$ cat src/conv_settings.svh
`ifndef CONV_SETTINGS_SVH
`define CONV_SETTINGS_SVH

// Feature and weight width
`define CONV_DATA_W 16
// Accumulator width, results wrap here
`define CONV_ACC_W 32

// Values per feature window
`define CONV_NB_TAPS 9
`define CONV_NB_OUT_CH 4 // One MAC per output channel

`endif

$ cat src/conv_pkg.sv
`include "conv_settings.svh"

package conv_pkg;

  // One signed feature or weight value
  typedef logic signed [`CONV_DATA_W-1:0] data_t;
  typedef logic signed [`CONV_ACC_W-1:0] acc_t; // Wrapping dot-product result

  typedef logic [$clog2(`CONV_NB_TAPS)-1:0] tap_idx_t;
  typedef logic [$clog2(`CONV_NB_OUT_CH)-1:0] ch_idx_t;

  // Word on the input port
  typedef struct packed {
    logic  kind;  // 1 for a kernel weight, 0 for a feature value
    data_t value;
  } in_word_t;

  // Word on the output port
  typedef struct packed {
    ch_idx_t ch;
    acc_t    value;
  } result_t;

  typedef enum logic [1:0] {
    IDLE,
    COMMIT,
    RUN,
    DRAIN
  } ctrl_state_e;

endpackage

$ cat src/feature_window.sv
`timescale 1ns/1ps
`include "conv_settings.svh"

module feature_window import conv_pkg::*; (
  input  logic  clk,
  input  logic  rst,
  input  logic  shift_en,
  input  data_t value,
  input  logic  commit,
  output data_t window [`CONV_NB_TAPS]
);

  data_t fill [`CONV_NB_TAPS]; // Window the host is loading

  always_ff @(posedge clk) begin
    if (rst) begin
      for (int i = 0; i < `CONV_NB_TAPS; i++) begin
        fill[i]   <= '0;
        window[i] <= '0;
      end
    end else begin
      if (shift_en) begin
        for (int i = 0; i < `CONV_NB_TAPS - 1; i++) begin
          fill[i] <= fill[i+1];
        end
        fill[`CONV_NB_TAPS-1] <= value; // Newest value at the top tap
      end
      // Hand the full window over to the MACs
      if (commit) begin
        window <= fill;
      end
    end
  end

endmodule

$ cat src/kernel_store.sv
`timescale 1ns/1ps
`include "conv_settings.svh"

module kernel_store import conv_pkg::*; (
  input  logic     clk,
  input  logic     kw_en,
  input  ch_idx_t  kw_ch,
  input  tap_idx_t kw_tap,
  input  data_t    value,
  input  tap_idx_t rd_tap,
  output data_t    column [`CONV_NB_OUT_CH]
);

  // One bank per output channel
  data_t weights [`CONV_NB_OUT_CH][`CONV_NB_TAPS];

  always_ff @(posedge clk) begin
    if (kw_en) begin
      weights[kw_ch][kw_tap] <= value;
    end
  end

  // Every bank reads the same tap, result one cycle later
  always_ff @(posedge clk) begin
    for (int c = 0; c < `CONV_NB_OUT_CH; c++) begin
      column[c] <= weights[c][rd_tap];
    end
  end

endmodule

$ cat src/mac_array.sv
`timescale 1ns/1ps
`include "conv_settings.svh"

module mac_array import conv_pkg::*; (
  input  logic     clk,
  input  logic     rst,
  input  data_t    window [`CONV_NB_TAPS],
  input  data_t    column [`CONV_NB_OUT_CH],
  input  tap_idx_t rd_tap,
  input  logic     step_valid,
  input  logic     first_step,
  input  logic     capture,
  input  ch_idx_t  out_ch,
  output acc_t     result_value
);

  tap_idx_t tap_d;
  logic     valid_d;
  logic     first_d;
  data_t    feat_sel;
  acc_t     prod [`CONV_NB_OUT_CH];
  acc_t     acc  [`CONV_NB_OUT_CH];
  acc_t     res  [`CONV_NB_OUT_CH]; // Held for the drain

  // Align step controls with the registered kernel read
  always_ff @(posedge clk) begin
    if (rst) begin
      valid_d <= 1'b0;
      first_d <= 1'b0;
    end else begin
      valid_d <= step_valid;
      first_d <= first_step;
    end
  end

  always_ff @(posedge clk) begin
    tap_d <= rd_tap;
  end

  // Tap select mux
  always_comb begin
    feat_sel = '0;
    for (int t = 0; t < `CONV_NB_TAPS; t++) begin
      if (tap_d == tap_idx_t'(t)) begin
        feat_sel = window[t];
      end
    end
  end

  // Products are sign extended to the accumulator width
  always_comb begin
    for (int c = 0; c < `CONV_NB_OUT_CH; c++) begin
      prod[c] = feat_sel * column[c];
    end
  end

  always_ff @(posedge clk) begin
    for (int c = 0; c < `CONV_NB_OUT_CH; c++) begin
      if (valid_d) begin
        acc[c] <= first_d ? prod[c] : acc[c] + prod[c]; // First tap restarts the sum
      end
      if (capture) begin
        res[c] <= acc[c];
      end
    end
  end

  // Channel output mux
  always_comb begin
    result_value = '0;
    for (int c = 0; c < `CONV_NB_OUT_CH; c++) begin
      if (out_ch == ch_idx_t'(c)) begin
        result_value = res[c];
      end
    end
  end

endmodule

$ cat src/conv_ctrl.sv
`timescale 1ns/1ps
`include "conv_settings.svh"

module conv_ctrl import conv_pkg::*; (
  input  logic     clk,
  input  logic     rst,
  input  logic     in_req,
  input  in_word_t in_word,
  input  logic     out_ack,
  input  acc_t     result_value,
  output logic     in_ack,
  output logic     shift_en,
  output logic     commit,
  output logic     kw_en,
  output ch_idx_t  kw_ch,
  output tap_idx_t kw_tap,
  output tap_idx_t rd_tap,
  output logic     step_valid,
  output logic     first_step,
  output logic     capture,
  output ch_idx_t  out_ch,
  output logic     out_req,
  output result_t  out_result
);

  // Step counter also covers the read latency and capture cycles
  localparam int STEP_W = $clog2(`CONV_NB_TAPS + 2);
  localparam logic [STEP_W-1:0] NB_STEPS = STEP_W'(`CONV_NB_TAPS);
  localparam logic [STEP_W-1:0] CAP_STEP = STEP_W'(`CONV_NB_TAPS + 1);
  localparam tap_idx_t LAST_TAP = tap_idx_t'(`CONV_NB_TAPS - 1);
  localparam ch_idx_t LAST_CH = ch_idx_t'(`CONV_NB_OUT_CH - 1);

  ctrl_state_e       state;
  logic [STEP_W-1:0] step;
  tap_idx_t          fill_cnt;  // Taps already in the filling window
  logic              fill_full; // Filling window waits for commit
  logic              kern_ok;
  logic              feat_ok;
  logic              accept;
  logic              fill_done;

  // Weights may change only when no window is queued or being processed
  assign kern_ok   = (state == IDLE) && !fill_full;
  assign feat_ok   = !fill_full;
  assign accept    = in_req && !in_ack && (in_word.kind ? kern_ok : feat_ok);
  assign shift_en  = accept && !in_word.kind;
  assign kw_en     = accept && in_word.kind;
  assign fill_done = shift_en && (fill_cnt == LAST_TAP);

  assign commit     = (state == COMMIT);
  assign step_valid = (state == RUN) && (step < NB_STEPS);
  assign first_step = step_valid && (step == '0);
  assign rd_tap     = step_valid ? tap_idx_t'(step) : '0;
  assign capture    = (state == RUN) && (step == CAP_STEP);
  assign out_result = '{ch: out_ch, value: result_value};

  // Input handshake, kernel write address and fill tracking
  always_ff @(posedge clk) begin
    if (rst) begin
      in_ack    <= 1'b0;
      kw_ch     <= '0;
      kw_tap    <= '0;
      fill_cnt  <= '0;
      fill_full <= 1'b0;
    end else begin
      if (accept) begin
        in_ack <= 1'b1;
      end else if (in_ack && !in_req) begin
        in_ack <= 1'b0; // Host has dropped req
      end
      if (kw_en) begin
        if (kw_tap == LAST_TAP) begin
          kw_tap <= '0;
          kw_ch  <= (kw_ch == LAST_CH) ? '0 : kw_ch + 1'b1; // Wrap after a full set
        end else begin
          kw_tap <= kw_tap + 1'b1;
        end
      end
      if (fill_done) begin
        fill_cnt  <= '0;
        fill_full <= 1'b1;
      end else if (shift_en) begin
        fill_cnt <= fill_cnt + 1'b1;
      end
      if (commit) begin
        fill_full <= 1'b0;
      end
    end
  end

  // Compute sequencing and result drain
  always_ff @(posedge clk) begin
    if (rst) begin
      state   <= IDLE;
      step    <= '0;
      out_req <= 1'b0;
      out_ch  <= '0;
    end else begin
      case (state)
        IDLE: begin
          if (fill_full || fill_done) begin
            state <= COMMIT;
          end
        end
        COMMIT: begin
          state <= RUN;
          step  <= '0;
        end
        RUN: begin
          step <= step + 1'b1;
          if (capture) begin
            state   <= DRAIN;
            out_ch  <= '0;
            out_req <= 1'b1; // Channel 0 goes out right after capture
          end
        end
        DRAIN: begin
          if (out_req && out_ack) begin
            out_req <= 1'b0;
          end else if (!out_req && !out_ack) begin
            if (out_ch == LAST_CH) begin
              state  <= IDLE;
              out_ch <= '0;
            end else begin
              out_ch  <= out_ch + 1'b1;
              out_req <= 1'b1;
            end
          end
        end
        default: state <= IDLE;
      endcase
    end
  end

endmodule

$ cat src/conv_top.sv
`timescale 1ns/1ps
`include "conv_settings.svh"

module conv_top import conv_pkg::*; (
  input  logic     clk,
  input  logic     rst,
  input  logic     in_req,
  input  in_word_t in_word,
  output logic     in_ack,
  output logic     out_req,
  output result_t  out_result,
  input  logic     out_ack
);

  logic     shift_en;
  logic     commit;
  logic     kw_en;
  ch_idx_t  kw_ch;
  tap_idx_t kw_tap;
  tap_idx_t rd_tap;
  logic     step_valid;
  logic     first_step;
  logic     capture;
  ch_idx_t  out_ch;
  acc_t     result_value;

  data_t window [`CONV_NB_TAPS];   // Active window, stable during RUN
  data_t column [`CONV_NB_OUT_CH]; // Weights of one tap for every channel

  conv_ctrl u_ctrl (
    .clk          (clk),
    .rst          (rst),
    .in_req       (in_req),
    .in_word      (in_word),
    .out_ack      (out_ack),
    .result_value (result_value),
    .in_ack       (in_ack),
    .shift_en     (shift_en),
    .commit       (commit),
    .kw_en        (kw_en),
    .kw_ch        (kw_ch),
    .kw_tap       (kw_tap),
    .rd_tap       (rd_tap),
    .step_valid   (step_valid),
    .first_step   (first_step),
    .capture      (capture),
    .out_ch       (out_ch),
    .out_req      (out_req),
    .out_result   (out_result)
  );

  feature_window u_window (
    .clk      (clk),
    .rst      (rst),
    .shift_en (shift_en),
    .value    (in_word.value),
    .commit   (commit),
    .window   (window)
  );

  kernel_store u_kernel (
    .clk    (clk),
    .kw_en  (kw_en),
    .kw_ch  (kw_ch),
    .kw_tap (kw_tap),
    .value  (in_word.value),
    .rd_tap (rd_tap),
    .column (column)
  );

  mac_array u_mac (
    .clk          (clk),
    .rst          (rst),
    .window       (window),
    .column       (column),
    .rd_tap       (rd_tap),
    .step_valid   (step_valid),
    .first_step   (first_step),
    .capture      (capture),
    .out_ch       (out_ch),
    .result_value (result_value)
  );

endmodule

$ cat config.mk
export PLATFORM = sky130hd
export DESIGN_NAME = conv_top
export DESIGN_NICKNAME = d
export VERILOG_FILES = /design/src/conv_pkg.sv /design/src/feature_window.sv /design/src/kernel_store.sv /design/src/mac_array.sv /design/src/conv_ctrl.sv /design/src/conv_top.sv
export VERILOG_INCLUDE_DIRS = /design/src
export SDC_FILE = /design/constraint.sdc
export NUM_CORES = 2
export LEC_CHECK = 0
export BUFFER_PORTS_ARGS = -buffer_cell sky130_fd_sc_hd__buf_2
export CAP_MARGIN = 5
export CORE_MARGIN = 3
export CORE_UTILIZATION = 50
export CTS_CLUSTER_DIAMETER = 200
export DETAILED_ROUTE_END_ITERATION = 16
export PLACE_DENSITY = 0.68
export SETUP_SLACK_MARGIN = 0.5
export SYNTH_ARGS = -nofsm -noshare
export SYNTH_HDL_FRONTEND = slang
export SYNTH_SLANG_ARGS = --single-unit
$ cat constraint.sdc
create_clock -name clk -period 11.1 [get_ports clk]
set_clock_uncertainty 0.2 [all_clocks]
set_input_delay 0 -clock clk [delete_from_list [all_inputs] [get_ports clk]]
set_output_delay 0 -clock clk [all_outputs]
set_load 0.05 [all_outputs]
# Word-level counts from Yosys, hierarchy flattened
# Memory sizes are Yosys's and may differ from the RTL's.
# Cells that the tools add are included.
# W data, S select, Z words.
# classes
bitwise,2
muxes,60
n_mul,4
n_eq_ne,25
n_lt_le_gt_ge,4
reduce_logical,33
add_sub_neg,9
# ops
operator,n
$mux W16,18
$bmux W16 S4,4
$mux W32,8
$mux W144,1
$add A32 B32 Y32,4
$mul A16 B16 Y32,4
$demux W16 S4,1
$mux W2,10
$eq A4 B3 Y1 const B,4
$eq A4 B4 Y1 const B,4
$logic_and A1 B1 Y1,13
$add A4 B1 Y4 const B,3
$mux W1,12
$eq A2 B2 Y1 const B,5
$ge A5 B5 Y1 const B,2
$not A4 Y5,2
$eq A4 B2 Y1 const B,2
$logic_not A4 Y1,2
$mux W4,2
$pmux W2 S4,1
$pmux W4 S2,1
$reduce_and A4 Y1,2
$logic_not A1 Y1,6
$ne A2 B2 Y1 const B,3
16 further kinds,23
# word_totals
reg_bits,379
input_bits,21
memories,3
output_inout_bits,36
elab_cells,174
ram_bits,832
# mem_list
name,depth,word_bits,read_ports,rd_ports_with_merged_regs,write_ports,line_no,source
u_kernel.weights,4,144,4,0,1,kernel_store.sv:15,data_t weights [`CONV_NB_OUT_CH][`CONV_NB_TAPS];
u_mac.acc,4,32,4,0,4,mac_array.sv:22,acc_t acc [`CONV_NB_OUT_CH];
u_mac.res,4,32,4,0,4,mac_array.sv:23,acc_t res [`CONV_NB_OUT_CH];

# Longest topological paths before layout
# logic_depth
word_depth,13
mapped_depth,42
ltp_nobuf,40

# Cells and area by module
# Synthesis repeated with hierarchy kept, for this count alone.
# unflattened
hier_cells,8221
hier_area_um2,91261.3
# by_module_without_submodules
mod,seq_area_each_um2,cells_per_inst,instances,area_each_um2
mac_array,7807.5,5893,1,55803.5
kernel_store,18577.8,1212,1,23720.2
feature_window,5765.5,928,1,10163.5
conv_ctrl,420.4,188,1,1574.0

# Least setup slack after synthesis
# No wires, ideal clock.
# synth_path
path_type,register to register
from,reg u_mac.tap_d[0]
to,"mem u_mac.acc[2][31] (netlist name), data pin"
required_time_ps,10632
stages_incl_launch_ff,38
setup_ps,268
slack_ps,1779
path_buffers,2
t_arrival_ps,8853
cell_sequence,dfxtp_1 > nor2b_1 > and2_1 > buf_2 > a22o_1 > a221oi_1 > a31oi_1 > a211oi_2 > nor2_1 > clkbuf_1 > nand2_1 > fa_1 > fa_1 > fa_1 > inv_1 > fa_1 > fa_1 > inv_1 > [... 2 more ...] > ha_1 > and3_1 > nand2_1 > nor3b_1 > o21ai_0 > a31oi_1 > o2111ai_1 > a31oi_1 > xor2_1 > ha_1 > a21o_1 > or4_1 > a211oi_1 > nor2_1 > o221ai_1 > xor2_1 > nor2_1 > xnor3_1
# synth_lines
element,line_no,source
from (decl),mac_array.sv:17,tap_idx_t tap_d;
from (signal assigned),mac_array.sv:37,tap_d <= rd_tap;
to (decl),mac_array.sv:22,

==> qor.yml <==
status: "completed"
vdd_drop_max_mv: 0.1062
dp_hpwl_mm: 166.2
h-tree-depth: 4
finalWeightedCongestion: 0.9009
cp_common_cell: "fa_1"
average_wire_per_cell_in_the_routed_design_um: 20.66
coreArea_um2: 180900
fin_worst_hold_slack_ps: 120.7
sw_frac_of_total: 0.2247
min_path_type: "primary input to flip-flop"
final-setup-viol-count: 0
yosys_warnings: 0
p_int_mw: 7.558
total_switching_power_mw: 2.190
cp-start-kind: "flip-flop"
wire_length_of_the_first_global_routing_pass_mm: 365.0
pwr_density_cell_nw_per_um2: 98.49
grt_pass1_vias: 64380
fin_crit_ps: 10260
floorplan.die_area_um2: 187400
synthesis_to_finish_area_growth_pct: 8.615
reg2reg_from: "u_mac.tap_d[2]"
ctsLongestPathBuffers: 3
die_h_um: 432.9
cp_data_required_time_ps: 11360
synth_seq_cells: 1211
crit_path_start: "u_mac.tap_d[2]"
buffer_ports.inserted: 56
slew_violations: 0
tightestPinTransition_ps: 1161
detail_route.iter0.violations: 5445
syn_area_um2: 91130
worstSkewPairLatency_ps: 780
antenna_violating_nets_post_route: 0
gr-usage-all-layers: 0.2498
cts_sinks: 1211
globalRouteOverflowTotal: 0
cts_tree: "yes"
p_comb_frac: 0.047
cts_root_buffer: "clkbuf_16"
ffs_w_async_s_r_synth: 0
finalHoldViolCount: 0
timing.slew.headroom: 0.2198
route.final.wire_length_mm: 232.9
floorplan.rows: 156
grt_setup_unrepaired: "true"
fin_area_um2: 98980
max_freq_mhz: 97.51
postSynthNetCount: 10430
cts_buffers: 132
finalSetupTns_ps: 0
nNetsFinal: 10350
dominantRegCellSynth: "edfxtp_1"
power_frac_seq: 0.500
die_width_um: 432.9
post_drt_via_cell_ratio: 5.590
grt_max_degree: 144
synthCells: 8870
holdCritStartpoint: "rst"
clockPowerShare: 0.454
critPathArrivalTime_ps: 10520
total_leakage_power_nw: 41.77
cell_area_after_placement_um2: 93980
cap_viol_max_count: 0
syn_area_per_cell_um2: 10.27
critical_path.slowest_cell: "a222oi_1"
top_level_ports: 57
path_max_fanout: 32
detail_route.first_pass.iterations: 7
via_count: 63020
seq_area_frac_synth: 0.3574
start_util: 0.5037
grt_antenna_before_repair: 10
residual_drc_count: 0
layout-drive-gt1-share: 0.05700
critical_path_class: "flip-flop to flip-flop"
synth_edf_count: 832
clock_pin_slew_reported_for_the_worst_setup_and_hold_paths_after_clock_tree_synthesis_ps: 60
final_min_period_over_clock_period: 0.9239
endpoint_kind: "flip-flop"
synth_cell_types: 92
critical_path.max_stage_delay_ps: 510
## worst max-delay path: cells and delay by family (launching register included)
family / cells / cell delay (ps)
AOI/OAI and AO/OA: 13 / 3170
xor gates and xnor gates: 2 / 440
adders and majority gates: 8 / 3310
buffers and inverters: 4 / 640
DFF: 1 / 360
and+or+nand+nor: 7 / 1750
## final timing paths
kind / to / slack, ps / cells past startpoint
hold / removal: u_window.window[1] / 120 / 3
setup reg to reg: u_mac.acc[0][30] / 840 / 34
setup / recovery: u_mac.acc[0][30] / 840 / 34
hold reg to reg: u_mac.res[0][22] / 240 / 0
## cells by family (layout without fill, tap and decap cells)
| family | count (synthesis) | count (layout) | synth area share |
|---|---|---|---|
| xor gates and xnor gates | 249 | 249 | 0.02423 |
| and+or+nand+nor | 2637 | 2637 | 0.1338 |
| buffers and inverters | 1664 | 1689 | 0.06910 |
| muxes | 179 | 179 | 0.01999 |
| other | 0 | 9 | 0 |
| DFF | 1211 | 1211 | 0.3574 |
| AOI/OAI and AO/OA | 1396 | 1396 | 0.09824 |
| adders and majority gates | 1534 | 1534 | 0.2973 |
## state kept, by name (all words and copies together), names as in the netlist
| register | flops |
|---|---|
| u_kernel.weights | 576 |
| u_window.fill | 144 |
| u_window.window | 144 |
| u_mac.acc | 128 |
| u_mac.res | 128 |
| u_kernel.column | 64 |
| u_ctrl.fill_cnt | 4 |
| u_ctrl.kw_tap | 4 |
| u_ctrl.step | 4 |
| u_mac.tap_d | 4 |
| u_ctrl.kw_ch | 2 |
| u_ctrl.out_ch | 2 |
| u_ctrl.state | 2 |
| u_ctrl.fill_full | 1 |
| u_ctrl.in_ack | 1 |
| u_ctrl.out_req | 1 |
| u_mac.first_d | 1 |
| u_mac.valid_d | 1 |
## metal layers
metal,vias to the layer above,wire length [µm],part of all wire,track usage
met5,-,26,0.00011,0
met4,4,7334,0.031,0.07716
met3,378,16160,0.069,0.03805
met2,2190,107700,0.46,0.4014
met1,31550,101700,0.44,0.3502
li1,28900,-,-,-
## Yosys cell counts, types with 12 or more instances
cell type	count	share of area
and3_1	42	0.0029
nand4_1	21	0.0014
a311oi_1	67	0.0064
dfxtp_1	379	0.083
ha_1	482	0.066
buf_1	38	0.0016
fa_1	1052	0.23
nand3_1	37	0.0020
mux2i_1	155	0.017
or3_1	15	0.0010
and2_1	521	0.036
a22oi_1	59	0.0049
nand2_1	1316	0.054
a21o_1	91	0.0075
mux2_2	24	0.0030
o21ai_0	293	0.016
nor3_1	43	0.0024
edfxtp_1	832	0.27
a31oi_1	93	0.0064
inv_1	1233	0.051
buf_2	38	0.0021
nor2_1	396	0.016
nor2b_1	161	0.011
nand2b_1	43	0.0030
a211oi_1	154	0.013
xnor2_1	157	0.015
clkbuf_1	354	0.015
a21oi_1	428	0.024
xor2_1	90	0.0086
o21a_1	34	0.0028
o31ai_1	12	0.00099
o21bai_1	16	0.0013
## cell usage in the layout, fill, tap and decap left out, types with 292 or more instances in the layout
cell	n
a21oi_1	428
and2_1	519
dfxtp_1	374
edfxtp_1	832
fa_1	1052
ha_1	478
inv_1	1231
nand2_1	1314
nor2_1	390
o21ai_0	292
## metrics by stage
stage                       util  setup WS [ps]  total power, mW  std cells
final                     0.5471          844.8            9.749      11270
after global routing      0.5469          465.6            10.03      11270
after CTS                 0.5454          522.0            9.826      11250
after detailed placement  0.5194          297.2            5.413      10990
after global placement    0.5194          489.2            5.403      10990
after floorplan                -           1779            5.268       8870
## power by group through the flow
stage	sequential, mW	combinational (mW)	clock (mW)
final	4.87	0.455	4.42
after global routing	4.87	0.490	4.67
after CTS	4.87	0.453	4.50
after detailed placement	4.97	0.447	0
after global placement	4.96	0.439	0
after floorplan	4.94	0.324	0
## timing repair
action,4_1_cts,5_1_grt
pin swaps,3,8
hold buffers,23,0
buffers inserted,8,9
cloned,0,2
endpoints found under the hold margin,733,0
setup endpoints to repair,7,26
resized for setup,6,29
## area by class of cell
| type | count | area [µm²] |
|---|---|---|
| fill | 15470 | 81960 |
| multi-input combinational | 5995 | 52580 |
| sequential | 1211 | 32590 |
| inverter | 1233 | 4633 |
| clock buffer | 168 | 3571 |
| tap | 2370 | 2965 |
| timing repair buffer | 219 | 1834 |
| clock inverter | 69 | 795.8 |
| antenna | 9 | 22.52 |
No activity file was read; power rests on OpenSTA's default activity.
